File: src/logic/fft_pkg.sv
`default_nettype none

package fft_pkg;

    // ------------------------------------------------------------
    // sizes and decimal format
    // ------------------------------------------------------------

    // samples in, bins out
    localparam int fft_points = 8;

    // hundredths per unit, the decimal fraction has two digits
    localparam int frac_scale = 100;

    // 0.707 truncated to two digits
    localparam int twiddle_mag = 70;

    // input n lands on lane bitrev_idx[n] ahead of the first butterflies
    localparam int bitrev_idx [fft_points] = '{0, 4, 2, 6, 1, 5, 3, 7};

    // ------------------------------------------------------------
    // number types
    // ------------------------------------------------------------

    // signed whole part of a decimal field
    typedef logic signed [15:0] whole_t;

    // two-digit fraction, 0 to 99
    typedef logic [15:0] frac_t;

    // one value in hundredths, wide enough for growth over three stages
    typedef logic signed [31:0] fixed_t;

    // fixed twiddle choice
    // w0 is unity, w1 = 0.70 - j0.70, w2 = -j, w3 = -0.70 - j0.70
    typedef enum logic [1:0] {
        tw_w0 = 2'd0,
        tw_w1 = 2'd1,
        tw_w2 = 2'd2,
        tw_w3 = 2'd3
    } twiddle_sel_t;

endpackage

`default_nettype wire
File: src/logic/fft_stage3.sv
`timescale 1ns/1ns
`default_nettype none

module fft_stage3 (
    input  wire fft_pkg::fixed_t s_re [fft_pkg::fft_points],
    input  wire fft_pkg::fixed_t s_im [fft_pkg::fft_points],
    output fft_pkg::fixed_t      y_re [fft_pkg::fft_points],
    output fft_pkg::fixed_t      y_im [fft_pkg::fft_points]
);

    import fft_pkg::*;

    // ------------------------------------------------------------
    // final butterflies across a span of half the points
    // ------------------------------------------------------------

    // twiddles were already applied in stage 2, so this is add/sub only
    always_comb begin
        for (int k = 0; k < fft_points / 2; k++) begin
            y_re[k] = s_re[k] + s_re[k + fft_points / 2];
            y_im[k] = s_im[k] + s_im[k + fft_points / 2];

            y_re[k + fft_points / 2] = s_re[k] - s_re[k + fft_points / 2];
            y_im[k + fft_points / 2] = s_im[k] - s_im[k + fft_points / 2];
        end
    end

endmodule

`default_nettype wire

File: config.mk
export PLATFORM = sky130hd
export DESIGN_NAME = fft_stage3
export DESIGN_NICKNAME = d
export VERILOG_FILES = /design/src/logic/fft_pkg.sv /design/src/logic/fft_stage3.sv
export SDC_FILE = /design/constraint.sdc
export NUM_CORES = 1
export LEC_CHECK = 0
export BUFFER_PORTS_ARGS = -buffer_cell sky130_fd_sc_hd__buf_2
export CAP_MARGIN = 20
export CORE_AREA = 2 2 396 398
export DETAILED_ROUTE_END_ITERATION = 16
export DIE_AREA = 0 0 398 400
export PLACE_DENSITY_LB_ADDON = 0.25
export SLEW_MARGIN = 5
export SYNTH_ARGS = -nofsm -noshare
export SYNTH_HDL_FRONTEND = slang
export SYNTH_SLANG_ARGS = --single-unit
File: constraint.sdc
create_clock -name vclk -period 3.2
set_input_delay 0 -clock vclk [all_inputs]
set_output_delay 0 -clock vclk [all_outputs]
set_load 0.01 [all_outputs]
==> impl_metrics.tcl <==
set metrics [dict create \
    status "completed" \
    worst_slew_pin_slew_ps 754 \
    period_needed_ps 3100 \
    drive_gt1_share_pct 28.1 \
    route.detailed.drc 0 \
    antenna_found_initial 71 \
    critPathBufInv 3 \
    powerDensity_nw_per_um2 267 \
    fp.dieW_um 398 \
    hpwl_mm 121 \
    synth_top_area_share_pct 24.4 \
    synthDistinctLibCells 95 \
    seq_cells 0 \
    yosysSeqAreaShare_pct 0 \
    grt_pass1_wl_mm 188 \
    drtIter0Drc 1327 \
    gp_congestion 0.935 \
    cp-start-kind "input port" \
    yosys_warnings 0 \
    fmax_mhz 323 \
    hold_path_class "input port to output port" \
    rsz0062_at_grt "yes" \
    fin_area_um2 34600 \
    synth.area.top_cells "ha_1 (24%), xnor2_1 (13%), a21oi_1 (8.7%), inv_1 (7.1%), nor2_1 (6.2%)" \
    die_area_um2 159000 \
    synthTopCellsByCount "ha_1 (496), inv_1 (483), a21oi_1 (440), nor2_1 (420), xnor2_1 (385)" \
    grt_pass1_vias 30200 \
    slew_violations 0 \
    dr.pass1.iters 5 \
    dpl_cell_area_um2 34100 \
    n_clock_buffer 0 \
    total_power_w 0.00922 \
    path_class "input port to output port" \
    crit_required_ps 3200 \
    grt_start_max_net_pins 16 \
    ant_nets 0 \
    worst_hold_slack_ps 380 \
    cpMostUsedCell "buf_2" \
    worstPathCellList "buf_2 -> ha_1 -> fa_2 -> nor2b_1 -> o21ai_2 -> a311oi_2 -> a221oi_2 -> o21bai_2 -> a31oi_4 -> o31ai_2 -> and2_4 -> o31a_1 -> o211ai_1 -> buf_4 -> buf_2" \
    syn_to_final_growth_pct 35.9 \
    slowest_delay_ps 360 \
    seqCellArea_um2 0 \
    wl_mm 132 \
    worstPathArrival_ps 3100 \
    power.leakage_nw 17.1 \
    die_h_um 400 \
    via_per_inst 4.42 \
    hold_viol_final 0 \
    crit_family "compound AO/OA/AOI/OAI gates" \
    finalSetupTns_ps 0 \
    synth.most_common_cell "ha_1" \
    syn_inst 3795 \
    avgSynthCellArea_um2 6.70 \
    slew_headroom_pct 49.2 \
    port_buffers 1024 \
    crit_path_end_kind "output port" \
    rows 145 \
    crit_path_top_delay_cell "fa_2" \
    initial_core_util_pct 16.4 \
    synth_top_area_cell "ha_1" \
    path_max_fanout 4 \
    syn-cell-area_um2 25400 \
    ios 1024 \
    core_um2 155000 \
    ir_drop_v 0.000117 \
    track_usage_pct 15.4 \
    grt-ovfl-total 0 \
    cap_violations 0 \
    period_share_pct 96.8 \
    finalSetupViolations 0 \
    vias 30700 \
    wire_per_inst_um 19.0 \
    layout.nets 5894 \
    synthesis.nets 4819 \
]
[stage by stage]
step | util (%) | setup slack (ps) | cells
after floorplan | - | 635 | 3795
after CTS | 22.0 | 5.96 | 6923
after global routing | 22.3 | -54.8 | 6938
after detailed placement | 22.0 | -162 | 6923
final | 22.3 | 102 | 6949
after global placement | 22.0 | -158 | 6923
[power by group]
part,total [W],switching [W],internal [W]
clock,0.000000000981,0,0.000000000981
sequential,0,0,0
combinational,0.00922,0.00551,0.00371
[per-layer routing]
metal	vias to the layer above	global-route usage, %	share of wire, %
li1	15300	-	-
met1	14300	18.3	41
met2	943	27.6	49
met3	188	3.45	7.1
met4	58	3.74	2.9
met5	-	0	0.25
[area by class of cell]
type	count	area [µm²]
fill	17800	121000
antenna	23	57.6
tap	2058	2570
inverter	498	1870
timing repair buffer	1243	6770
multi-input combinational	3127	23300
[cell usage in the layout (no fill, tap or decap), types with 44 or more instances in the layout]
cell type and n:
buf_2 1024, ha_1 493, inv_1 483, a21oi_1 434, nor2_1 420, xnor2_1 385, buf_4 219, nand2_1 141
o21ai_0 135, o21bai_1 102, a21o_1 94, nor3_1 71, xor2_1 68, nor2b_1 56, nand2b_1 56, o21a_1 48
o21ai_1 45, nand3_1 44
[tightest hold or removal path, cell delays in order]
cell	delay [ps]
buf_2	90
ha_1	120
inv_1	40
buf_2	130
[what timing repair did]
action                                  in CTS  in global routing
hold buffers                                 0                  0
gates cloned                                 0                  0
pin swaps                                    4                 18
endpoints found under the setup margin      13                 60
setup buffers                                0                  3
gates resized for setup                     10                 76
[cell families after synthesis]
logic type,Yosys count,synth area share [%]
muxes,3,0.118
AOI/OAI and AO/OA,1201,30.7
buffers and inverters,668,10.1
xor gates and xnor gates,453,15.6
and+or+nand+nor,958,17.8
adders and majority gates,512,25.7
[path summary, 6_finish.rpt]
path                 start  slack, ps  cells past startpoint   endpoint
setup / recovery   s_re[0]        100                     15  y_re[156]
hold / removal    s_re[32]        380                      4  y_re[160]
No activity file was read; power rests on OpenSTA's default activity.
