--- config.mk ---
export PLATFORM = sky130hd
export DESIGN_NAME = decimal_pack
export DESIGN_NICKNAME = d
export VERILOG_FILES = /design/src/logic/fft_pkg.sv /design/src/logic/decimal_pack.sv
export SDC_FILE = /design/constraint.sdc
export NUM_CORES = 1
export LEC_CHECK = 0
export ABC_AREA = 1
export BUFFER_PORTS_ARGS = -buffer_cell sky130_fd_sc_hd__buf_2
export CELL_PAD_IN_SITES_DETAIL_PLACEMENT = 0
export CELL_PAD_IN_SITES_GLOBAL_PLACEMENT = 2
export CORE_MARGIN = 3
export CORE_UTILIZATION = 25
export DETAILED_ROUTE_END_ITERATION = 8
export PLACE_DENSITY_LB_ADDON = 0.1
export SYNTH_ARGS = -nofsm -noshare
export SYNTH_HDL_FRONTEND = slang
export SYNTH_SLANG_ARGS = --single-unit
--- constraint.sdc ---
create_clock -name clk -period 3.3 [get_ports clk]
set_input_delay 0.66 -clock clk [delete_from_list [all_inputs] [get_ports clk]]
set_output_delay 0.66 -clock clk [all_outputs]
set_load 0.005 [all_outputs]
--- src/logic/fft_pkg.sv ---
`default_nettype none

package fft_pkg;

    // ------------------------------------------------------------
    // sizes and decimal format
    // ------------------------------------------------------------

    // samples in, bins out
    localparam int fft_points = 8;

    // hundredths per unit, the decimal fraction has two digits
    localparam int frac_scale = 100;

    // 0.707 truncated to two digits
    localparam int twiddle_mag = 70;

    // input n lands on lane bitrev_idx[n] ahead of the first butterflies
    localparam int bitrev_idx [fft_points] = '{0, 4, 2, 6, 1, 5, 3, 7};

    // ------------------------------------------------------------
    // number types
    // ------------------------------------------------------------

    // signed whole part of a decimal field
    typedef logic signed [15:0] whole_t;

    // two-digit fraction, 0 to 99
    typedef logic [15:0] frac_t;

    // one value in hundredths, wide enough for growth over three stages
    typedef logic signed [31:0] fixed_t;

    // fixed twiddle choice
    // w0 is unity, w1 = 0.70 - j0.70, w2 = -j, w3 = -0.70 - j0.70
    typedef enum logic [1:0] {
        tw_w0 = 2'd0,
        tw_w1 = 2'd1,
        tw_w2 = 2'd2,
        tw_w3 = 2'd3
    } twiddle_sel_t;

endpackage

`default_nettype wire
--- src/logic/decimal_pack.sv ---
`timescale 1ns/1ns
`default_nettype none

module decimal_pack (
    input  wire             clk,
    input  wire             rst,
    input  wire fft_pkg::fixed_t re,
    input  wire fft_pkg::fixed_t im,
    output fft_pkg::whole_t re_whole,
    output fft_pkg::frac_t  re_frac,
    output logic            re_flag,
    output fft_pkg::whole_t im_whole,
    output fft_pkg::frac_t  im_frac,
    output logic            im_flag
);

    import fft_pkg::*;

    // whole part truncates toward zero
    function automatic whole_t to_whole(input fixed_t v);
        return whole_t'(v / frac_scale);
    endfunction

    // fraction is the magnitude of the remainder
    function automatic frac_t to_frac(input fixed_t v);
        fixed_t rem;
        rem = v % frac_scale;
        if (rem < 0) begin
            rem = -rem;
        end
        return frac_t'(rem);
    endfunction

    // set only when the whole part is zero but the value is negative
    function automatic logic to_flag(input fixed_t v);
        return (v < 0) && (v > -fixed_t'(frac_scale));
    endfunction

    // output register
    always_ff @(posedge clk or posedge rst) begin
        if (rst) begin
            re_whole <= '0;
            re_frac  <= '0;
            re_flag  <= 1'b0;
            im_whole <= '0;
            im_frac  <= '0;
            im_flag  <= 1'b0;
        end else begin
            re_whole <= to_whole(re);
            re_frac  <= to_frac(re);
            re_flag  <= to_flag(re);
            im_whole <= to_whole(im);
            im_frac  <= to_frac(im);
            im_flag  <= to_flag(im);
        end
    end

endmodule

`default_nettype wire

==> metrics.md <==
| Metric | Value |
|---|---|
| Global-route usage over all layers | `15.5%` |
| Count of final hold-check violations | `0` |
| Synth Flop Type | `dfrtp_1` |
| Core area | `between 50000 and 60000 um2` |
| Worst hold path class | `in2async` |
| Critical-path maximum fanout | `6` |
| Crit share post-route | `421%` |
| Top Layer Used | `met4` |
| Post-synthesis sequential area ratio | `10.8%` |
| Final Max Slew Viols | `0` |
| Dpl hpwl | `~43000 um` |
| DR vias/cell | `between 4 and 5` |
| Worst Path Buf+Inv | `15` |
| Yosys reg bits | `66` |
| Outcome | `complete, but fails checks` |
| Crit Path Category | `in2reg` |
| IO Pins | `132` |
| Initial antenna violation count | `0` |
| Setup violations, final | `50` |
| Post-synth EDFFs | `0` |
| Routability Congestion | `slightly above 0.8` |
| DR WL/cell | `between 10 and 15 um` |
| Ant diodes | `0` |
| CTS tree | `built` |
| Critical Path RT | `3.53 ns` |
| Yosys cell types | `67` |
| Most frequent cells in the layout | `718 x buf_4, 420 x nand2_1, 291 x inv_1` |
| Rel. slew slack | `between 60% and 70%` |
| Worst EP arrival | `roughly 14 ns` |
| Worst setup EP type | `register` |
| RSZ-0062 raised after global routing | `yes` |
| Critical Path Source Type | `primary input` |
| Fin cells | `4092` |
| Max clock buf depth | `2` |
| Largest net degree at the start of global routing | `33` |
| Grt total ovfl | `0` |
| Router iterations before antenna repair | `5` |
| Placed insts | `3951` |
| Die extent in y | `253 um` |
| Setup TNS | `-515.81 ns` |
| Initial core utilization | `25.6%` |
| Crit path from | `re[1]` |
| Placement row count | `89` |
| Die area | `roughly 64000 um2` |
| Starting DRT DRC Count | `535` |
| CTS clk-pin slew, worst paths | `about 0.060 ns` |
| Nets | `~3.4k` |
| Area added between synthesis and finish | `72.8%` |
| Clk sink count | `66` |
| Fin crit period | `approximately 14 ns` |
| Die X | `253 um` |
| Metal2 WL | `25700 um` |
| Mapped Cells | `2407` |
| DRT antenna net count | `0` |
| Yosys warns | `0` |
| Port buffer count | `131` |
| WL final | `between 50000 and 60000 um` |
| MaxCap Viol Count | `0` |
| Worst slew pin tran | `0.531 ns` |
| Hold Slack | `0.223 ns` |
| Drt drc | `0` |
| Failing checks | `setup timing` |
| Vias in the first global route | `17.3k` |
| Crit path top cell by count | `nand2_4` |
| Final worst slack | `-10.58 ns` |
| F_max | `72.1 MHz` |
| Most common cell after layout, fill and taps aside | `buf_4` |
| Share of cells above drive strength 1 | `between 50% and 60%` |
| CP delay by family, top | `simple AND/OR/NAND/NOR gates` |
| Via Count | `17.8k` |
| Highest-delay cell along the critical path | `or2_4` |
| CTS Buf Count | `9` |
| H-tree levels | `3` |
| Mean Syn Cell Area | `6.35 um2` |
| CP max stage delay | `between 0.2 and 0.3 ns` |
| Async SR Flop Fraction | `100%` |
| CTS root buf | `clkbuf_16` |
| Netlist Area Pre-Place | `~15000 um2` |
| Met3 wire len | `829 um` |
| First-pass GRT wire length | `83600 um` |
| Met1 WL | `24300 um` |
worst max path at each step:
stage	endpoint	slack, ns	depth (start not counted)
2_1_floorplan	im_whole[14]	-9.57	133
3_3_place_gp	re_whole[14]	-11.34	121
3_5_place_dp	re_whole[14]	-11.44	120
4_1_cts	re_whole[14]	-10.57	135
5_1_grt	re_frac[2]	-11.70	138
6_report	re_frac[2]	-10.58	134
cell usage after synthesis (all sizes together) (8+ instances only):
library cell	n	area share, %
clkinv	21	0.71
xor2	107	6.4
o21ai	103	3.8
nor2	206	7.3
xnor2	18	1.1
inv	403	10
nand3b	9	0.44
buf	9	0.55
dfrtp	66	11
nand2	942	35
nand3	308	13
nand4	112	5.7
a31oi	8	0.33
a21oi	29	1.1
nor3	11	0.43
state kept, by name, indices dropped and copies added, names as in the netlist:
register	flops
im_flag	1
im_frac	16
im_whole	16
re_flag	1
re_frac	16
re_whole	16
per-layer routing:
layer	track usage [%]	vias to the layer above
met3	1.41	28
li1	-	9437
met5	0	-
met1	20.7	8181
met2	27.8	110
met4	2.16	0
stage by stage:
stage	util, %	setup WS, ns	cell area [um2]
finish	44.2	-10.58	26400
global route	44.2	-11.70	26400
floorplan	-	-9.57	16100
CTS	40.4	-10.57	24100
global placement	37.7	-11.34	22500
detailed placement	37.7	-11.44	22500
cells by family (layout without fill, tap and decap cells):
logic type | Yosys count | count (layout) | synth area share, %
simple gates | 1599 | 1599 | 62.5
flops | 66 | 66 | 10.8
fa+ha+maj | 4 | 4 | 0.328
xor+xnor | 125 | 125 | 7.49
other cells | 1 | 10 | 0.0245
compound gates | 171 | 171 | 6.94
buf+inv | 441 | 1344 | 11.9
final cells by class:
| type | count | area [um2] |
|---|---|---|
| Timing Repair Buffer | 902 | 6800 |
| Multi-Input combinational cell | 1909 | 14900 |
| Fill cell | 6134 | 33300 |
| Tap cell | 773 | 967 |
| Sequential cell | 66 | 1650 |
| Clock buffer | 9 | 225 |
| Inverter | 426 | 1760 |
| Clock inverter | 7 | 61.3 |
timing repair:
action / in CTS / in global routing
pin swaps: 160 / 328
resized for setup: 180 / 418
buffers inserted: 58 / 74
hold buffers: 0 / 0
setup endpoints to repair: 50 / 50
Power is not shown: default switching activity piles up to over one toggle a cycle in this logic, so the estimate is an artifact.
