==> config.mk <==
export PLATFORM = sky130hd
export DESIGN_NAME = fft_stage1
export DESIGN_NICKNAME = d
export VERILOG_FILES = /design/src/logic/fft_pkg.sv /design/src/logic/fft_stage1.sv
export SDC_FILE = /design/constraint.sdc
export NUM_CORES = 1
export LEC_CHECK = 0
export ABC_CLOCK_PERIOD_IN_PS = 10850
export BUFFER_PORTS_ARGS = -buffer_cell sky130_fd_sc_hd__buf_2
export CELL_PAD_IN_SITES_DETAIL_PLACEMENT = 2
export CELL_PAD_IN_SITES_GLOBAL_PLACEMENT = 2
export CORE_AREA = 2 2 252 254
export DETAILED_ROUTE_END_ITERATION = 10
export DIE_AREA = 0 0 254 256
export GPL_TIMING_DRIVEN = 1
export PLACE_DENSITY = 0.85
export SETUP_SLACK_MARGIN = 0.5
export SLEW_MARGIN = 30
export SYNTH_ARGS = -nofsm -noshare
export SYNTH_HDL_FRONTEND = slang
export SYNTH_SLANG_ARGS = --single-unit
==> constraint.sdc <==
create_clock -name clk -period 10.85 [get_ports clk]
set_input_delay 1.085 -clock clk [delete_from_list [all_inputs] [get_ports clk]]
set_output_delay 1.085 -clock clk [all_outputs]
set_load 0.05 [all_outputs]
==> src/logic/fft_pkg.sv <==
`default_nettype none

package fft_pkg;

    // ------------------------------------------------------------
    // sizes and decimal format
    // ------------------------------------------------------------

    // samples in, bins out
    localparam int fft_points = 8;

    // hundredths per unit, the decimal fraction has two digits
    localparam int frac_scale = 100;

    // 0.707 truncated to two digits
    localparam int twiddle_mag = 70;

    // input n lands on lane bitrev_idx[n] ahead of the first butterflies
    localparam int bitrev_idx [fft_points] = '{0, 4, 2, 6, 1, 5, 3, 7};

    // ------------------------------------------------------------
    // number types
    // ------------------------------------------------------------

    // signed whole part of a decimal field
    typedef logic signed [15:0] whole_t;

    // two-digit fraction, 0 to 99
    typedef logic [15:0] frac_t;

    // one value in hundredths, wide enough for growth over three stages
    typedef logic signed [31:0] fixed_t;

    // fixed twiddle choice
    // w0 is unity, w1 = 0.70 - j0.70, w2 = -j, w3 = -0.70 - j0.70
    typedef enum logic [1:0] {
        tw_w0 = 2'd0,
        tw_w1 = 2'd1,
        tw_w2 = 2'd2,
        tw_w3 = 2'd3
    } twiddle_sel_t;

endpackage

`default_nettype wire
==> src/logic/fft_stage1.sv <==
`timescale 1ns/1ns
`default_nettype none

module fft_stage1 (
    input  wire             clk,
    input  wire             rst,
    input  wire fft_pkg::fixed_t x [fft_pkg::fft_points],
    output fft_pkg::fixed_t f [fft_pkg::fft_points]
);

    import fft_pkg::*;

    fixed_t bfly [fft_points];

    // size-2 butterflies on neighbouring lanes, inputs are already bit-reversed
    always_comb begin
        for (int k = 0; k < fft_points; k += 2) begin
            bfly[k]     = x[k] + x[k+1];
            bfly[k + 1] = x[k] - x[k+1];
        end
    end

    always_ff @(posedge clk or posedge rst) begin
        if (rst) begin
            for (int i = 0; i < fft_points; i++) begin
                f[i] <= '0;
            end
        end else begin
            for (int i = 0; i < fft_points; i++) begin
                f[i] <= bfly[i];
            end
        end
    end

endmodule

`default_nettype wire

==> flow_summary.yaml <==
power_and_ir_drop:
  swShare_pct: 46.58
  vdd_ir_drop_max_mv: 0.1245
  net-switching-power_uw: 2057
  leakage_uw: 0.01161
  p_int_uw: 2359
  combinationalPowerShare_pct: 45.3
  p_per_area_mw_per_mm2: 182.6
  seqPwrFrac_pct: 27.9
  clkPwrFrac_pct: 26.8
grt:
  grt_pass1_vias: 21810
  grt_pass1_wl_um: 129000
  grt_max_degree: 141
  antenna_found_initial: 13
  overflow: 0
  grt_use_total_pct: 25.16
yosys:
  syn_area_mm2: 0.01971
  yosysTopAreaCell: "dfrtp_1"
  yosys.cell_types.count: 80
  synth_edf_count: 0
  ys_warn_count: 0
  ys_seq_elements: 252
  synth_flop_cell: "dfrtp_1"
  synth.most_common_cell: "dfrtp_1"
  syn-num-nets: 2791
  postSynthAreaPerCell_um2: 8.657
  ys_top_cells_by_count: "dfrtp_1, inv_1, ha_1"
  async_flop_share_pct: 100.0
  seq_area_frac_synth_pct: 31.99
  synthTopCellsByArea: "dfrtp_1, ha_1, xnor2_1, a21oi_1, inv_1"
  syn_inst: 2277
  synth_top_area_share_pct: 31.99
layout:
  areaGrowthSynthToFinish_pct: 22.73
  fin_nets: 3246
  multi_input_comb_area_mm2: 0.01202
  regArea_mm2: 0.006306
  largest_reg_flops: 252
  largest-register: "f"
  drive_gt1_share_pct: 22.02
  reg_top3: "f (252)"
  fin_util_pct: 38.78
  fill_cells: 7147
placement:
  dp_hpwl_um: 66100
  dp_slack_ns: 6.311
  gp_congestion: 0.9203
  port_buffers: 513
setup_path:
  cp_slowest_cell: "o311ai_1"
  crit_chain: "buf_2 > inv_1 > ha_1 > inv_1 > a2111oi_0 > a2111oi_1 > o211ai_1 > o21ai_0 > o311ai_1 > nand3_1 > xnor2_1"
  start_kind: "input port"
  max_stage_delay_ns: 0.76
  crit_path_end_kind: "flop"
  critical-path-top-delay-family: "compound AO/OA/AOI/OAI gates"
  arrival_ns: 4.46
  cp_num_buf_inv: 3
  required_ns: 11.27
  crit_fanout: 6
  critPathKind: "input port to flop"
  cp_common_cell: "inv_1"
floorplan:
  die_y_um: 256
  core_area_mm2: 0.06239
  io_pins: 514
  die_x_um: 254
  dieArea_mm2: 0.06502
  start_util_pct: 31.59
  rows: 92
clock_network:
  cts_max_path_buffers: 3
  clk_pin_slew_worst_paths_ns: 0.06
  cts_max_level: 2
  cts_root_buf: "clkbuf_16"
  post_cts_buffers: 0
  cts.sinks: 252
  cts_tree: "done"
  cts.repair.resized: 0
  cts_inserted_buffers: 35
  cts.hold.buffers_added: 0
timing:
  fin_crit_ns: 4.045
  relSlewSlack_pct: 43.73
  worst_pin_slew_ns: 0.8309
  tns_ns: 0
  setup_violations: 0
  setup_slack_ns: 6.805
  fmax_mhz: 247.2
  slew_viol_final: 0
  period_share_pct: 37.28
  rsz0062_at_grt: "false"
  final-hold-violation-count: 0
flow_run:
  drv_cap: 0
detailed_routing:
  drc: 0
  vias: 19160
  drt_iter0_markers: 848
  viasPerCell: 5.304
  firstDrtPassIters: 5
  finalWirelength_um: 83540
  antenna_left: 0
  post_drt_wl_per_cell_um: 23.12
min_path:
  hp-class: "input port to async pin"
run_status:
  outcome: "finished, final reports clean"
-- through the flow --
stage | cells | area (µm²) | hold WS [ns] | power, µW
detailed placement | 3539 | 22960 | 1.298 | 3219
global placement | 3539 | 22960 | 1.281 | 3155
global route | 3612 | 24190 | 0.4986 | 4611
floorplan | 2277 | 19710 | 1.253 | 2614
finish | 3613 | 24190 | 0.5073 | 4416
CTS | 3600 | 24110 | 0.7124 | 4450
-- routing by layer --
layer | track usage, % | vias up | part of all wire (%)
met5 | 0 | - | 0.050
met4 | 9.722 | 6 | 3.9
met3 | 3.793 | 168 | 4.4
met2 | 45.64 | 542 | 51
met1 | 29.50 | 9674 | 41
li1 | - | 8773 | -
-- power by group through the flow --
stage	logic, µW	registers (µW)	clock network (µW)
after floorplan	669	1950	0
after global placement	1920	1240	0
after detailed placement	1980	1240	0
after CTS	2000	1230	1220
after global routing	2110	1250	1250
final	2000	1230	1180
-- logic make-up after synthesis --
| logic type | count (synthesis) | synth area share (%) |
|---|---|---|
| simple gates | 538 | 13.18 |
| compound gates | 645 | 21.12 |
| xor+xnor | 224 | 9.953 |
| flops | 252 | 31.99 |
| buf+inv | 359 | 7.027 |
| fa+ha+maj | 256 | 16.55 |
| mux | 3 | 0.1650 |
-- worst max-delay path by stage --
| stage | from | endpoint | slack (ns) | depth (start not counted) |
|---|---|---|---|---|
| 2_1_floorplan | rst | f[0]$_DFF_PP0_ | 2.84 | 1 |
| 3_5_place_dp | x[70] | f[123]$_DFF_PP0_ | 6.31 | 11 |
| 4_1_cts | x[70] | f[123]$_DFF_PP0_ | 6.80 | 11 |
| 5_1_grt | x[70] | f[123]$_DFF_PP0_ | 6.72 | 11 |
| 3_3_place_gp | x[76] | f[95]$_DFF_PP0_ | 6.57 | 12 |
| 6_report | x[70] | f[123]$_DFF_PP0_ | 6.80 | 11 |
-- layout by cell type (no fill, tap or decap), types with 17 or more instances in the layout --
master | synthesis | final
nor3_1 | 51 | 51
nand2b_1 | 27 | 27
o211ai_1 | 17 | 17
o31ai_1 | 33 | 33
dfrtp_1 | 252 | 252
nand4_1 | 18 | 18
xor2_1 | 26 | 26
clkbuf_16 | 0 | 37
nand3_1 | 38 | 38
inv_1 | 250 | 249
o21ai_0 | 98 | 98
ha_1 | 248 | 248
nand2_1 | 72 | 72
a31oi_1 | 28 | 28
nor4_1 | 28 | 28
buf_2 | 14 | 513
nor2_1 | 210 | 210
xnor2_1 | 198 | 198
a21o_1 | 29 | 29
a21oi_1 | 239 | 239
nor2b_1 | 29 | 29
o21bai_1 | 52 | 52
a211oi_1 | 18 | 18
-- final cells by class --
class	instances	area share [%]
antenna	11	0.1138
clock buffer	49	4.262
clock inverter	12	0.4862
inverter	261	4.081
multi-input combinational	1666	49.69
sequential	252	26.07
tap	846	4.375
timing repair buffer	516	10.92
No activity file was read; power rests on OpenSTA's default activity.
