### config.mk
export PLATFORM = sky130hd
export DESIGN_NAME = decimal_unpack
export DESIGN_NICKNAME = d
export VERILOG_FILES = /design/src/logic/fft_pkg.sv /design/src/logic/decimal_unpack.sv
export SDC_FILE = /design/constraint.sdc
export NUM_CORES = 1
export LEC_CHECK = 0
export ABC_AREA = 1
export BUFFER_PORTS_ARGS = -buffer_cell sky130_fd_sc_hd__buf_2
export CORE_MARGIN = 8
export CORE_UTILIZATION = 60
export DETAILED_ROUTE_END_ITERATION = 8
export HOLD_SLACK_MARGIN = 0.1
export PLACE_DENSITY = 0.81
export SYNTH_ARGS = -nofsm -noshare
export SYNTH_HDL_FRONTEND = slang
export SYNTH_SLANG_ARGS = --single-unit
### constraint.sdc
create_clock -name clk -period 1.6 [get_ports clk]
set_input_delay 0.24 -clock clk [delete_from_list [all_inputs] [get_ports clk]]
set_output_delay 0.24 -clock clk [all_outputs]
set_load 0.02 [all_outputs]
### src/logic/fft_pkg.sv
`default_nettype none

package fft_pkg;

    // ------------------------------------------------------------
    // sizes and decimal format
    // ------------------------------------------------------------

    // samples in, bins out
    localparam int fft_points = 8;

    // hundredths per unit, the decimal fraction has two digits
    localparam int frac_scale = 100;

    // 0.707 truncated to two digits
    localparam int twiddle_mag = 70;

    // input n lands on lane bitrev_idx[n] ahead of the first butterflies
    localparam int bitrev_idx [fft_points] = '{0, 4, 2, 6, 1, 5, 3, 7};

    // ------------------------------------------------------------
    // number types
    // ------------------------------------------------------------

    // signed whole part of a decimal field
    typedef logic signed [15:0] whole_t;

    // two-digit fraction, 0 to 99
    typedef logic [15:0] frac_t;

    // one value in hundredths, wide enough for growth over three stages
    typedef logic signed [31:0] fixed_t;

    // fixed twiddle choice
    // w0 is unity, w1 = 0.70 - j0.70, w2 = -j, w3 = -0.70 - j0.70
    typedef enum logic [1:0] {
        tw_w0 = 2'd0,
        tw_w1 = 2'd1,
        tw_w2 = 2'd2,
        tw_w3 = 2'd3
    } twiddle_sel_t;

endpackage

`default_nettype wire
### src/logic/decimal_unpack.sv
`timescale 1ns/1ns
`default_nettype none

module decimal_unpack (
    input  wire            clk,
    input  wire            rst,
    input  wire fft_pkg::whole_t whole,
    input  wire fft_pkg::frac_t  frac,
    input  wire            flag,
    output fft_pkg::fixed_t value
);

    import fft_pkg::*;

    fixed_t frac_ext;
    fixed_t conv;

    always_comb begin
        frac_ext = fixed_t'(frac);
        if (flag) begin
            // whole part is zero, sign lives in the flag
            conv = -frac_ext;
        end else if (whole < 0) begin
            conv = fixed_t'(whole) * frac_scale - frac_ext;
        end else begin
            conv = fixed_t'(whole) * frac_scale + frac_ext;
        end
    end

    // input buffer stage
    always_ff @(posedge clk or posedge rst) begin
        if (rst) begin
            value <= '0;
        end else begin
            value <= conv;
        end
    end

endmodule

`default_nettype wire

==> flow_results.org, run 1 <==
** Clock tree
- Number of sinks on the clock net :: 32
- CTS max path bufs :: 2
- The cell sitting at the root of the clock tree is a clkbuf_8.
- Maximum level of the CTS H-tree :: 2
- Buffers inserted during clock tree synthesis total 5.

** Synth
- Number of warnings issued by yosys :: 0
- In this run, distinct cell masters in the synthesized netlist total 45.
- Synth area leaders :: ha_1 20%, nand2_1 17%, dfrtp_1 16%
- Each instance of the synthesized netlist takes up on average 6.581 µm².
- The number of nets in the synthesized netlist is 907.
- For this run, asynchronously set or reset flops after synthesis account for 100.0%.
- After synthesis, the largest area contributor takes up 19.57% of total cell area.
- Synthesis produced 777 cells.
- EDFF count, synth :: 0
- Post-synthesis instance area :: 0.005114 mm²
- The biggest area contributor in the post-synthesis netlist is ha_1.
- Summing the sequential cell areas from Yosys gives 15.66% of the chip area.
- Counting flops and latches in the post-synthesis netlist gives 32.
- Among all flip-flop cells after synthesis, the most frequent one is dfrtp_1.

** Run status
- The flow stopped in 5_1_grt.
- Error :: [ERROR GRT-0116] Global routing finished with congestion. Check the congestion regions in the DRC Viewer.
- Result of the run :: stopped before the end

** Global route
- The via count of the first global-routing pass was 9,146.
- After global routing the overflow that remains totals 1.
- The first global-routing pass estimated 53,980 µm of wire.
- Total global-route track usage :: 61.22%
- Maximum number of pins on one net before global-route repair :: 33

** Place
- In this run the tool buffered the top-level ports with 66 buffer cells.
- Weighted congestion reported at the end of routability-driven placement :: 0.9965
- DP HPWL :: 15,890 µm

** Floorplan
- The initial utilization of the core area, before any placement, comes to 61.92%.
- I/O pin total :: 67
- Die height :: 108.3 µm
- The floorplan step set the die width to 108.3 µm.
- In this run the core area contains 33 standard-cell rows.
[synthesized netlist by cell type (3+ instances only)]
library cell	instances
xnor2_1	3
dfrtp_1	32
inv_1	105
o21ai_0	30
a21oi_1	40
nand4_2	3
o21ai_1	3
ha_1	80
xor2_1	11
inv_2	5
nand4_1	10
fa_1	15
nor2_2	6
or2_2	4
a31oi_1	3
nand2_1	231
nand2_2	9
o21bai_1	7
buf_2	5
clkbuf_1	7
nand3_1	60
nor3_1	5
o21ai_2	5
nor2_1	68
[metal layers]
layer | GRT overflow | global-route usage (%)
met5 | 0 | 0.8403
met4 | 0 | 55.72
met3 | 0 | 48.84
met2 | 1 | 78.29
met1 | 0 | 61.82
[logic make-up after synthesis]
logic type | after synthesis | synth area share (%)
adders and majority gates | 95 | 25.45
buffers and inverters | 123 | 9.175
DFF | 32 | 15.66
muxes | 1 | 0.1958
xor gates and xnor gates | 14 | 2.398
AOI/OAI and AO/OA | 103 | 11.82
and+or+nand+nor | 409 | 35.31
[through the flow]
stage | TNS [ps] | setup slack, ps | cells | cell area (µm²) | hold slack [ps]
floorplan | -46500 | -2097 | 777 | 5370 | 271.4
global placement | -62680 | -2793 | 1102 | 7018 | 329.4
detailed placement | -67050 | -2992 | 1102 | 7018 | 345.3
CTS | -48530 | -2094 | 1128 | 7916 | 103.5
[what timing repair did]
action | CTS
resized for setup | 112
hold buffers | 1
setup endpoints to repair | 27
setup buffers | 17
pin swaps | 67
endpoints found under the hold margin | 32
==> run 2, diff against run 1 <==
--- a/config.mk
+++ b/config.mk
@@ -8,10 +8,9 @@
 export ABC_AREA = 1
 export BUFFER_PORTS_ARGS = -buffer_cell sky130_fd_sc_hd__buf_2
 export CORE_MARGIN = 8
-export CORE_UTILIZATION = 60
+export CORE_UTILIZATION = 40
 export DETAILED_ROUTE_END_ITERATION = 8
-export HOLD_SLACK_MARGIN = 0.1
-export PLACE_DENSITY = 0.81
+export PLACE_DENSITY_LB_ADDON = 0.15
 export SYNTH_ARGS = -nofsm -noshare
 export SYNTH_HDL_FRONTEND = slang
 export SYNTH_SLANG_ARGS = --single-unit
==> run 2 against run 1 <==
Against the previous run:
- the flow now finishes, with violations (setup timing)
- area after synthesis unchanged
- synthesized cell count unchanged
==> flow_results.org, run 2 <==
** Run status
- Result of the run: complete, but fails checks (was stopped before the end).
- Violated checks :: setup timing

** Power and ir drop
- In this run the static leakage power is 0.004218 µW.
- Dividing total power by cell area gives a power density of 1465 mW/mm².
- VDD sags by at most 0.6135 mV.
- Total Power Consumption :: 12,090 µW

** Global route
- In the global route stage, overall resource usage came out at 20.80%.
- The number of antenna violations at the first check in global routing came to 0.
- Via count of the first global-routing pass :: 5,972
- Aggregate global routing overflow :: 0
- Maximum number of pins on one net before global-route repair :: 33
- First-pass GRT wire length :: 27,990 µm

** Final layout
- 0 antenna diodes ended up in the layout.
- Summing all non-filler instances in the final layout gives an area of 0.008248 mm².
- Area growth from synthesis to layout :: 61.29%
- Layout net count :: 1,152
- Leaving out fill and tap cells, the most frequent cell in the layout is nand2_1.
- The post-route netlist has 44.38% of its cells at a drive strength greater than 1.
- Fill cells in the final layout number 1,106.
- Max FFs per register :: 32
- Top Registers :: value (32)
- Leading cell types in the layout, fill and taps excluded :: 199 x nand2_1, 177 x buf_4, 92 x inv_1
- Cells fill 65.62% of the core in the end.
- Ranked by flip-flop count, first place goes to value.

** Timing
- Final period demand of the worst path :: 3717 ps
- Setup repair after global routing could not meet its margin everywhere.
- The number of max-slew violations in the final report came to 0.
- Final critical-path setup slack :: -2117 ps
- Max-slew headroom at the worst pin :: 72.08%
- Total setup violations reported at the end of the flow :: 26
- Maximum frequency from static timing analysis :: 269.1 MHz
- The number of hold violations in the final report was 0.
- For the pin with the worst max-slew slack, the measured transition is 418.8 ps.
- The final critical path takes up 232.3% of the cycle.

** Floorplan
- Die height :: 129.1 µm (was 108.3 µm)
- The die covers 0.01666 mm².
- Area inside the core boundary :: 0.01257 mm²
- Die X-Extent :: 129.1 µm (was 108.3 µm)
- Starting Density :: 40.69% (was 61.92%)
- Row count :: 41 (was 33)
- I/O pin total :: 67 (unchanged)

** Synth
- Sequential fraction of the synthesis area :: 15.66% (unchanged)
- The per-instance average area after synthesis is 6.581 µm² (unchanged).
- The prevailing post-synth register cell is dfrtp_1 (unchanged).
- Share of the synthesized area in the top cell type :: 19.57% (unchanged)
- Syn Inst Count :: 777 (unchanged)
- EDFF count, synth :: 0 (unchanged)
- Most common library cells after synthesis: 231 x nand2_1, 105 x inv_1, 80 x ha_1 (unchanged).
- The post-synthesis sequential element count was 32 (unchanged).
- The number of nets in the synthesized netlist is 907 (unchanged).
- Synth area leaders :: ha_1 20%, nand2_1 17%, dfrtp_1 16% (unchanged)
- The share of flip-flops with an asynchronous set or reset came to 100.0% (unchanged).
- Most numerous cell in the Yosys netlist :: nand2_1 (unchanged)
- The area of the mapped netlist came to 0.005114 mm² (unchanged).
- Number of warnings issued by yosys :: 0 (unchanged)
- Cell type with the largest total area after synthesis :: ha_1 (unchanged)
- The number of different library cells in the post-synthesis netlist was 45 (unchanged).

** Routing
- After detailed routing, the number of remaining DRC violations is 0.
- The pre-antenna-repair detailed-routing pass consisted of 5 iterations.
- Drt wl/cell :: 14.23 µm
- After detailed routing, the number of vias per cell comes to 4.946.
- The detailed router placed 5,910 vias in this run.
- Remaining antenna violation count after routing :: 0
- Wirelength, routed :: 17,000 µm
- Number of DRC markers in iteration 0 :: 310

** Clock tree
- After clock tree synthesis, the clock-pin slew on the worst setup and hold paths is 60 ps.
- CTS max path bufs :: 2 (unchanged)
- The level count of the clock H-tree came to 2 (unchanged).
- Hold bufs inserted after CTS :: 0 (was 1)
- The cell at the root of the clock tree is clkbuf_16 (was clkbuf_8).
- Cts bufs inserted :: 5 (unchanged)
- TritonCTS built the clock tree.
- Number of sinks on the clock net :: 32 (unchanged)

** Place
- DP HPWL :: 13,660 µm (was 15,890 µm)
- DP Area :: 0.007082 mm² (was 0.007018 mm²)
- The number of I/O port buffers is 66 (unchanged).
- Placement-stage worst setup slack :: -2944 ps (was -2992 ps)
- Weighted congestion reported at the end of routability-driven placement :: 0.9474 (was 0.9965)

** Worst setup path
- Beginning of the critical path :: whole[3]
- Worst Path Required :: 1820 ps
- Crit start category :: input port
- Capture point of the critical path :: value[17]
- Setup Crit Path Kind :: in -> reg
- Category of the worst setup path capture point :: register
- Crit path arrival time :: 3940 ps
- In this run the worst path has a maximum fanout of 7.

** Hold path
- Class of the worst hold path :: in -> async

** Flow run
- Max Cap Violations :: 0
## run 2: cell counts after synthesis
No cell type changed its count.
## run 2: cells by family (layout without fill, tap and decap cells)
family / Yosys count / after routing / synth area share (%)
AND/OR/NAND/NOR: 409 / 409 / 35.31
multiplexers: 1 / 1 / 0.1958
adder cells (fa/ha/maj): 95 / 95 / 25.45
AO/OA/AOI/OAI: 103 / 103 / 11.82
XOR/XNOR: 14 / 14 / 2.398
buffers and inverters: 123 / 369 / 9.175
flip-flops: 32 / 32 / 15.66
## run 2: how the worst min path moves through the flow
stage / startpoint / end / slack [ps] / depth (start not counted)
after global placement: rst / value[1] / 340 / 3
final: rst / value[2] / 30 / 3
after detailed placement: rst / value[0] / 350 / 3
after global routing: rst / value[2] / 80 / 3
after floorplan: frac[0] / value[0] / 270 / 0
after CTS: rst / value[0] / 50 / 3
## run 2: cell type report
class / instances / area (µm²) / area share [%]
clock buffers: 5 / 125.1 / 1.517
flip-flops and latches: 32 / 800.8 / 9.709
well taps: 172 / 215.2 / 2.609
inverters: 110 / 422.9 / 5.127
multi-input cells: 622 / 4863 / 58.97
repair buffers: 251 / 1778 / 21.56
clock inverters: 3 / 42.54 / 0.5158
## run 2: power by group
| part | switching [µW] | internal (µW) | total (µW) |
|---|---|---|---|
| registers | 47.6 | 992 | 1040 |
| logic | 5340 | 4600 | 9950 |
| clock network | 370 | 731 | 1100 |
## run 2: repair_timing
| item | in CTS | in global routing |
|---|---|---|
| setup buffers | 9 | 11 |
| resized for setup | 118 | 64 |
| setup endpoints to repair | 27 | 29 |
| pin swaps | 55 | 33 |
## run 2: worst max-delay path, cell delays in order
cell,delay (ps)
buf_2,150
ha_4,220
fa_1,490
ha_4,310
inv_1,60
fa_2,420
inv_4,90
nand3_4,80
nand3_4,120
xor2_4,110
ha_4,370
nand2_2,110
nor2_2,130
nand3_1,90
a21oi_2,150
nor2_2,60
nor2_1,100
nand3_1,70
nand2_1,80
nand2_1,80
nand2_1,100
xor2_1,170
nand2_1,80
nand2_1,60
## run 2: metal layers
| metal | up-vias | global-route usage [%] | wire, µm |
|---|---|---|---|
| met5 | - | 0 | 0 |
| met4 | 0 | 6.151 | 315 |
| met3 | 27 | 2.506 | 926 |
| met2 | 169 | 34.02 | 7773 |
| met1 | 2709 | 28.10 | 7987 |
| li1 | 3005 | - | - |
## run 2: stage by stage
stage | std cells | hold slack, ps | TNS, ps
after global placement | 1168 | 343.3 | -65220
after detailed placement | 1168 | 350.1 | -66730
after floorplan | 777 | 271.4 | -46500
after global routing | 1195 | 82.22 | -52590
final | 1195 | 34.16 | -47950
after CTS | 1185 | 52.66 | -47410
Power figures use the tool's default switching activity.
==> run 3, diff against run 2 <==
--- a/config.mk
+++ b/config.mk
@@ -11,6 +11,7 @@
 export CORE_UTILIZATION = 40
 export DETAILED_ROUTE_END_ITERATION = 8
 export PLACE_DENSITY_LB_ADDON = 0.15
+export SETUP_SLACK_MARGIN = 0.2
 export SYNTH_ARGS = -nofsm -noshare
 export SYNTH_HDL_FRONTEND = slang
 export SYNTH_SLANG_ARGS = --single-unit
==> run 3 against run 2 <==
Against the previous run:
- combinational power hardly changed
- design area is 1.7% higher
- total power is 1.7% higher
- fmax is 1.0% higher
- core utilization is 1.1 points higher
- critical path depth stayed put
- die area stayed put
- the flow still finishes with violations (setup timing)
- global-route usage is 0.22 points lower
- hold slack better by 8.7 ps
- clock power hardly changed
- wire length is 0.75% lower
- sequential power hardly changed
==> flow_results.org, run 3 (synthesis results as in run 2) <==
** Final layout
- Core occupancy in the finished layout :: 66.77% (was 65.62%)
- The antenna cell count came to 0 (unchanged).
- Number of filler instances in the final layout :: 1,062 (was 1,106)
- Leading cell types in the layout, fill and taps excluded: 197 x nand2_1, 181 x buf_4, 87 x inv_1 (was 199 x nand2_1, 177 x buf_4, 92 x inv_1).
- The synthesis-to-layout area growth came to 64.11% (was 61.29%).
- Max FFs per register :: 32 (unchanged)
- Commonest non-fill, non-tap cell in the layout :: nand2_1 (unchanged)
- Register name with the most flops :: value (unchanged)
- Post-route cell area :: 0.008392 mm² (was 0.008248 mm²)
- Area of the multi-input gates :: 0.004957 mm² (was 0.004863 mm²)
- The fraction of final layout cells sized beyond drive strength 1 is 46.21% (was 44.38%).
- Top Registers :: value (32) (unchanged)
- The area of all sequential standard cells came to 800.8 µm² (unchanged).
- The total number of nets in the final design came to 1,157 (was 1,152).

** Routing
- The average wire per cell in the routed design came to 14.06 µm (was 14.23 µm).
- The number of iterations in the first detailed-routing pass came to 5 (unchanged).
- Number of DRC markers in iteration 0 :: 324 (was 310)
- The total wire length came to 16,870 µm (was 17,000 µm).
- Vias per cell :: 4.932 (was 4.946)
- Post-route DRC :: 0 (unchanged)
- The remaining number of nets flagged by the antenna check after routing came to 0 (unchanged).
- Total via count in the routed design :: 5,918 (was 5,910)

** Hold path
- Class of the worst hold path :: in -> async (unchanged)

** Clock tree
- The cell at the root of the clock tree is clkbuf_16 (unchanged).
- Number of sinks on the clock net :: 32 (unchanged)
- CTS max path bufs :: 2 (unchanged)
- Maximum level of the CTS H-tree :: 2 (unchanged)
- TritonCTS clock tree :: done (unchanged)
- Cts bufs inserted :: 5 (unchanged)
- Clock slew at the register clock pins of the worst setup and hold paths :: 60 ps (about the same)

** Floorplan
- Starting Density :: 40.69% (unchanged)
- The number of rows in the core area was 41 (unchanged).
- The number of ports placed on the die boundary is 67 (unchanged).
- Die X-Extent :: 129.1 µm (unchanged)
- The core region area came to 0.01257 mm² (unchanged).
- Die Outline Area :: 0.01666 mm² (unchanged)
- Die height :: 129.1 µm (unchanged)

** Flow run
- Max Cap Violations :: 0 (unchanged)

** Worst setup path
- The buffer and inverter count on the worst path was 3 (unchanged).
- The worst setup path endpoint is value[22] (was value[17]).
- The worst path arrival time was 3840 ps (was 3940 ps).
- The origin of the worst setup path is whole[4] (was whole[3]).
- Max FO, Critical Path :: 5 (was 7)
- The longest individual stage delay on the worst path came to 550 ps (was 490 ps).
- The endpoint required time on the critical path is 1760 ps (was 1820 ps).
- The cell type with the highest occurrence count on the critical path is nand2_1 (unchanged).
- The capturing element type of the critical path is a register (unchanged).
- Kind of cell with the highest combined delay on the critical path :: adder cells (unchanged)
- Critical path cell sequence :: buf_2 -> ha_4 -> fa_1 -> ha_4 -> ha_4 -> buf_4 -> nand2_1 -> nor2_2 -> nand2_2 -> nand3_4 -> xor2_4 -> ha_4 -> inv_2 -> o21bai_1 -> a21oi_2 -> nand2_2 -> a31oi_4 -> nand2_4 -> nor2_4 -> nand2_1 -> nand2_1 -> nand2_1 -> nand2_1 -> o21ai_2 (was buf_2 -> ha_4 -> fa_1 -> ha_4 -> inv_1 -> fa_2 -> inv_4 -> nand3_4 -> nand3_4 -> xor2_4 -> ha_4 -> nand2_2 -> nor2_2 -> nand3_1 -> a21oi_2 -> nor2_2 -> nor2_1 -> nand3_1 -> nand2_1 -> nand2_1 -> nand2_1 -> xor2_1 -> nand2_1 -> nand2_1)
- Crit start category :: input port (unchanged)
- Critical path depth :: 24 (unchanged)
- Slowest cell on crit path :: fa_1 (unchanged)
- The kind of critical path is in -> reg (unchanged).

** Power and ir drop
- Highest ir drop seen on vdd :: 0.6090 mV (was 0.6135 mV)
- The static leakage is 0.004245 µW (was 0.004218 µW).
- P per Cell Area :: 1465 mW/mm² (about the same)

** Timing
- RSZ-0062 raised after global routing :: true (unchanged)
- The maximum clock rate came to 271.8 MHz (was 269.1 MHz).
- The post-route minimum period is 3680 ps (was 3717 ps).
- The portion of the clock cycle consumed by the worst path in the final layout came to 230.0% (was 232.3%).
- The number of hold violations in the final report is 0 (unchanged).
- The final critical-path setup slack was -2080 ps (was -2117 ps).
- The worst hold slack is 42.84 ps (was 34.16 ps).
- The transition at the pin with the smallest max-transition slack is 420.3 ps (was 418.8 ps).
- Total setup violations reported at the end of the flow :: 26 (unchanged)
- Max-slew violation total from the final report :: 0 (unchanged)
- The worst slew margin relative to its limit came to 71.98% (was 72.08%).

** Global route
- The first-pass GRT wire length came to 27,810 µm (was 27,990 µm).
- The maximum number of pins on one net before global-route repair came to 33 (unchanged).
- The aggregate global-route resource usage was 20.57% (was 20.80%).
- The number of antenna violations at the first check in global routing is 0 (unchanged).
- Aggregate global routing overflow :: 0 (unchanged)
- The via count of the first global-routing pass came to 5,926 (was 5,972).

** Place
- Buffers on Ports :: 66 (unchanged)
- DP HPWL :: 13,360 µm (was 13,660 µm)
- The placer congestion estimate is 0.8771 (was 0.9474).
- DP Area :: 0.007149 mm² (was 0.007082 mm²)

** Run status
- Violated checks: setup timing (unchanged).
- Result of the run :: complete, but fails checks (unchanged)
run 3: changes by cell type in the layout (fill, tap and decap cells not counted), sizes merged:
| cell | before | now |
|---|---|---|
| buf | 251 | 256 |
| clkinvlp | 1 | 3 |
| inv | 110 | 108 |
run 3: where the power goes:
part	internal (µW)	switching, µW
combinational	4710	5440
sequential	992	46.6
clock	731	371
run 3: final cells by class:
type / count / area share (%)
multi-input cells: 622 / 59.07
clock buffers: 5 / 1.491
repair buffers: 256 / 21.75
inverters: 110 / 5.069
well taps: 172 / 2.564
flip-flops and latches: 32 / 9.542
clock inverters: 3 / 0.5069
run 3: worst min-delay path: cells and delay by family:
kind / cells / cell delay, ps
buffers and inverters: 3 / 510
run 3: worst min-delay path by stage:
stage,from,end,slack (ps),cells after the start
after global routing,rst,value[2],90,3
after floorplan,frac[0],value[0],270,0
after CTS,rst,value[2],60,3
after detailed placement,rst,value[8],360,3
after global placement,rst,value[1],340,3
final,rst,value[2],40,3
run 3: per-layer routing:
| metal | vias to the layer above | share of wire, % | track usage [%] | routed length [µm] |
|---|---|---|---|---|
| li1 | 3016 | - | - | - |
| met1 | 2740 | 47 | 27.88 | 7848 |
| met2 | 146 | 47 | 34.61 | 7879 |
| met3 | 16 | 5.0 | 1.643 | 840 |
| met4 | 0 | 1.8 | 5.183 | 306 |
| met5 | - | 0 | 0 | 0 |
run 3: repair_timing:
action | in CTS | in global routing
endpoints found under the setup margin | 29 | 30
resized for setup | 108 | 88
buffers inserted | 11 | 10
pin swaps | 58 | 69
hold buffers | 0 | 0
run 3: through the flow:
stage | power (µW) | TNS [ps] | cells | worst slack, ps
2_1_floorplan | 5784 | -46500 | 777 | -2097
3_3_place_gp | 8886 | -63740 | 1171 | -2865
4_1_cts | 11400 | -46540 | 1190 | -2039
3_5_place_dp | 8964 | -65600 | 1171 | -2943
6_report | 12300 | -47190 | 1200 | -2080
5_1_grt | 13350 | -51510 | 1200 | -2229
==> run 4, diff against run 3 <==
--- a/config.mk
+++ b/config.mk
@@ -10,7 +10,7 @@
 export CORE_MARGIN = 8
 export CORE_UTILIZATION = 40
 export DETAILED_ROUTE_END_ITERATION = 8
-export PLACE_DENSITY_LB_ADDON = 0.15
+export PLACE_DENSITY = 0.68
 export SETUP_SLACK_MARGIN = 0.2
 export SYNTH_ARGS = -nofsm -noshare
 export SYNTH_HDL_FRONTEND = slang
==> run 4 against run 3 <==
Against the previous run:
- worst setup slack worse by 98 ps
- core utilization is 3.7 points higher
- largest power group unchanged
- count of clock-buffer cells in the layout is 1 higher
- critical path type unchanged
- the run still ends with setup timing left
- critical endpoint unchanged
==> flow_results.org, run 4 (synthesis results as in run 2) <==
** Floorplan
- The die height came to 129.1 µm (unchanged).
- The number of ports placed on the die boundary is 67 (unchanged).
- The chip width came to 129.1 µm (unchanged).
- The core region area is 0.01257 mm² (unchanged).
- The number of rows in the core area came to 41 (unchanged).
- The starting density of the core was 40.69% (unchanged).
- The die area was 0.01666 mm² (unchanged).

** Timing
- The post-route minimum period was 3778 ps (was 3680 ps).
- Transition time of the tightest slew-check pin :: 462.4 ps (was 420.3 ps)
- The maximum clock rate was 264.7 MHz (was 271.8 MHz).
- The number of max-slew violations in the final report came to 0 (unchanged).
- Number of hold-slack violations in the final timing report :: 0 (unchanged)
- Period utilisation layout :: 236.1% (was 230.0%)
- The worst slew margin relative to its limit is 69.18% (was 71.98%).
- The final critical-path setup slack is -2178 ps (was -2080 ps).
- Total setup violations reported at the end of the flow :: 27 (was 26)
- RSZ-0062 raised after global routing: true (unchanged).

** Place
- The placer congestion estimate is 0.9672 (was 0.8771).
- Number of cells after detailed placement :: 1,180 (was 1,171)
- The post-placement worst setup slack was -2669 ps (was -2943 ps).
- The placed standard-cell area was 0.007204 mm² (was 0.007149 mm²).
- Buffers on Ports :: 66 (unchanged)
- DP HPWL :: 12,990 µm (was 13,360 µm)

** Worst setup path
- The kind of launch point of the worst setup path was an input port (unchanged).
- The capturing element type of the critical path is a register (unchanged).
- The slowest cell on the critical path was fa_2 (was fa_1).
- The worst-path maximum fanout was 4 (was 5).
- Worst Path Required :: 1750 ps (was 1760 ps)
- Crit path arrival time :: 3920 ps (was 3840 ps)
- Crit path largest cell delay :: 470 ps (was 550 ps)
- Setup Crit Path Kind :: in -> reg (unchanged)

** Routing
- Number of detailed-route iterations in the first pass :: 5 (unchanged)
- The remaining design rule violation count is 0 (unchanged).
- Drt wl/cell :: 14.66 µm (was 14.06 µm)
- The initial detailed-routing violation count is 447 (was 324).
- Vias per cell :: 5.029 (was 4.932)
- Total via count in the routed design :: 6,140 (was 5,918)
- Wirelength, routed :: 17,900 µm (was 16,870 µm)
- The remaining number of nets flagged by the antenna check after routing is 0 (unchanged).

** Final layout
- The final core area utilization is 70.49% (was 66.77%).
- Register name with the most flops :: value (unchanged)
- Leading cell types in the layout, fill and taps excluded :: 189 x buf_4, 187 x nand2_1, 81 x inv_1 (was 197 x nand2_1, 181 x buf_4, 87 x inv_1)
- Post-route cell area :: 0.008860 mm² (was 0.008392 mm²)
- Final antenna diode count :: 0 (unchanged)
- Top Registers :: value (32) (unchanged)
- Area growth from synthesis to layout :: 73.26% (was 64.11%)
- Fraction of final layout cells sized beyond drive strength 1 :: 51.19% (was 46.21%)
- The most frequent standard cell in the layout excluding fill and tap cells is buf_4 (was nand2_1).
- Number of non-filler instances in the completed layout :: 1,221 (was 1,200)
- The total number of nets in the final design was 1,179 (was 1,157).
- Max FFs per register :: 32 (unchanged)

** Global route
- The number of antenna violations at the first check in global routing was 0 (unchanged).
- The maximum number of pins on one net before global-route repair came to 33 (unchanged).
- Via count of the first global-routing pass :: 5,812 (was 5,926)
- The global route total overflow was 0 (unchanged).
- Total global-route track usage :: 20.20% (was 20.57%)
- First-pass GRT wire length :: 27,250 µm (was 27,810 µm)

** Clock tree
- Maximum level of the CTS H-tree :: 2 (unchanged)
- The clock tree from TritonCTS is done (unchanged).
- Hold bufs inserted after CTS :: 0 (unchanged)
- The cell at the root of the clock tree is clkbuf_16 (unchanged).
- CTS max path bufs :: 2 (unchanged)
- The clock transition at the registers of the reported paths was 60 ps (about the same).
- The sink count of the clock tree was 32 (unchanged).
- The number of buffers created by CTS is 5 (unchanged).

** Power and ir drop
- The total power came to 13,640 µW (was 12,300 µW).
- Highest ir drop seen on vdd :: 0.6883 mV (was 0.6090 mV)
- Leakage power :: 0.004425 µW (was 0.004245 µW)
- The power density normalized to cell area was 1540 mW/mm² (was 1465 mW/mm²).

** Run status
- Violated checks :: setup timing (unchanged)
- Result of the run :: complete, but fails checks (unchanged)

** Hold path
- Class of the worst hold path :: in -> async (unchanged)

** Flow run
- The max-capacitance violation count came to 0 (unchanged).
run 4: cell count changes in the layout (fill, tap and decap cells not counted), sizes merged:
cell / previous run / this run
bufinv: 1 / 0
buf: 256 / 278
clkbuf: 5 / 6
inv: 108 / 107
run 4: per-stage QoR:
| step | hold slack, ps | setup TNS [ps] |
|---|---|---|
| final | 26.52 | -49100 |
| after global routing | 67.92 | -52810 |
| after CTS | 44.25 | -46870 |
| after detailed placement | 338.1 | -61970 |
| after global placement | 334.4 | -60290 |
| after floorplan | 271.4 | -46500 |
run 4: critical path: cells and delay by family:
kind	cells	cell delay, ps
simple gates	10	890
buf+inv	5	410
compound gates	3	380
fa+ha+maj	6	1780
xor+xnor	1	210
run 4: final timing paths:
path	start	to	slack, ps	cells after the start
setup / recovery	whole[2]	value[22]	-2180	25
hold / removal	rst	value[4]	30	3
max in group asynchronous	rst	value[19]	1270	3
min in group clk	frac[0]	value[0]	120	1
run 4: cell type report:
cell class	count	area, µm²
Clock buffer	6	128.9
Clock inverter	1	5.005
Fill cell	919	3709
Inverter	110	444.2
Multi-Input combinational cell	622	5197
Sequential cell	32	800.8
Tap cell	172	215.2
Timing Repair Buffer	278	2068
run 4: per-layer routing:
metal	part of all wire (%)	global-route usage (%)	vias up
met5	0	0	-
met1	43	26.87	2840
met2	47	33.50	197
met4	2.6	5.805	0
met3	6.9	2.629	42
li1	-	-	3061
run 4: power by group:
group | internal [µW] | switching (µW)
Clock | 563 | 315
Sequential | 992 | 35.5
Combinational | 5490 | 6240
Total | 7050 | 6590
run 4: repair_timing:
action,CTS,global route
gates resized for setup,155,133
pin swaps,107,77
buffers inserted,16,18
endpoints found under the setup margin,29,30
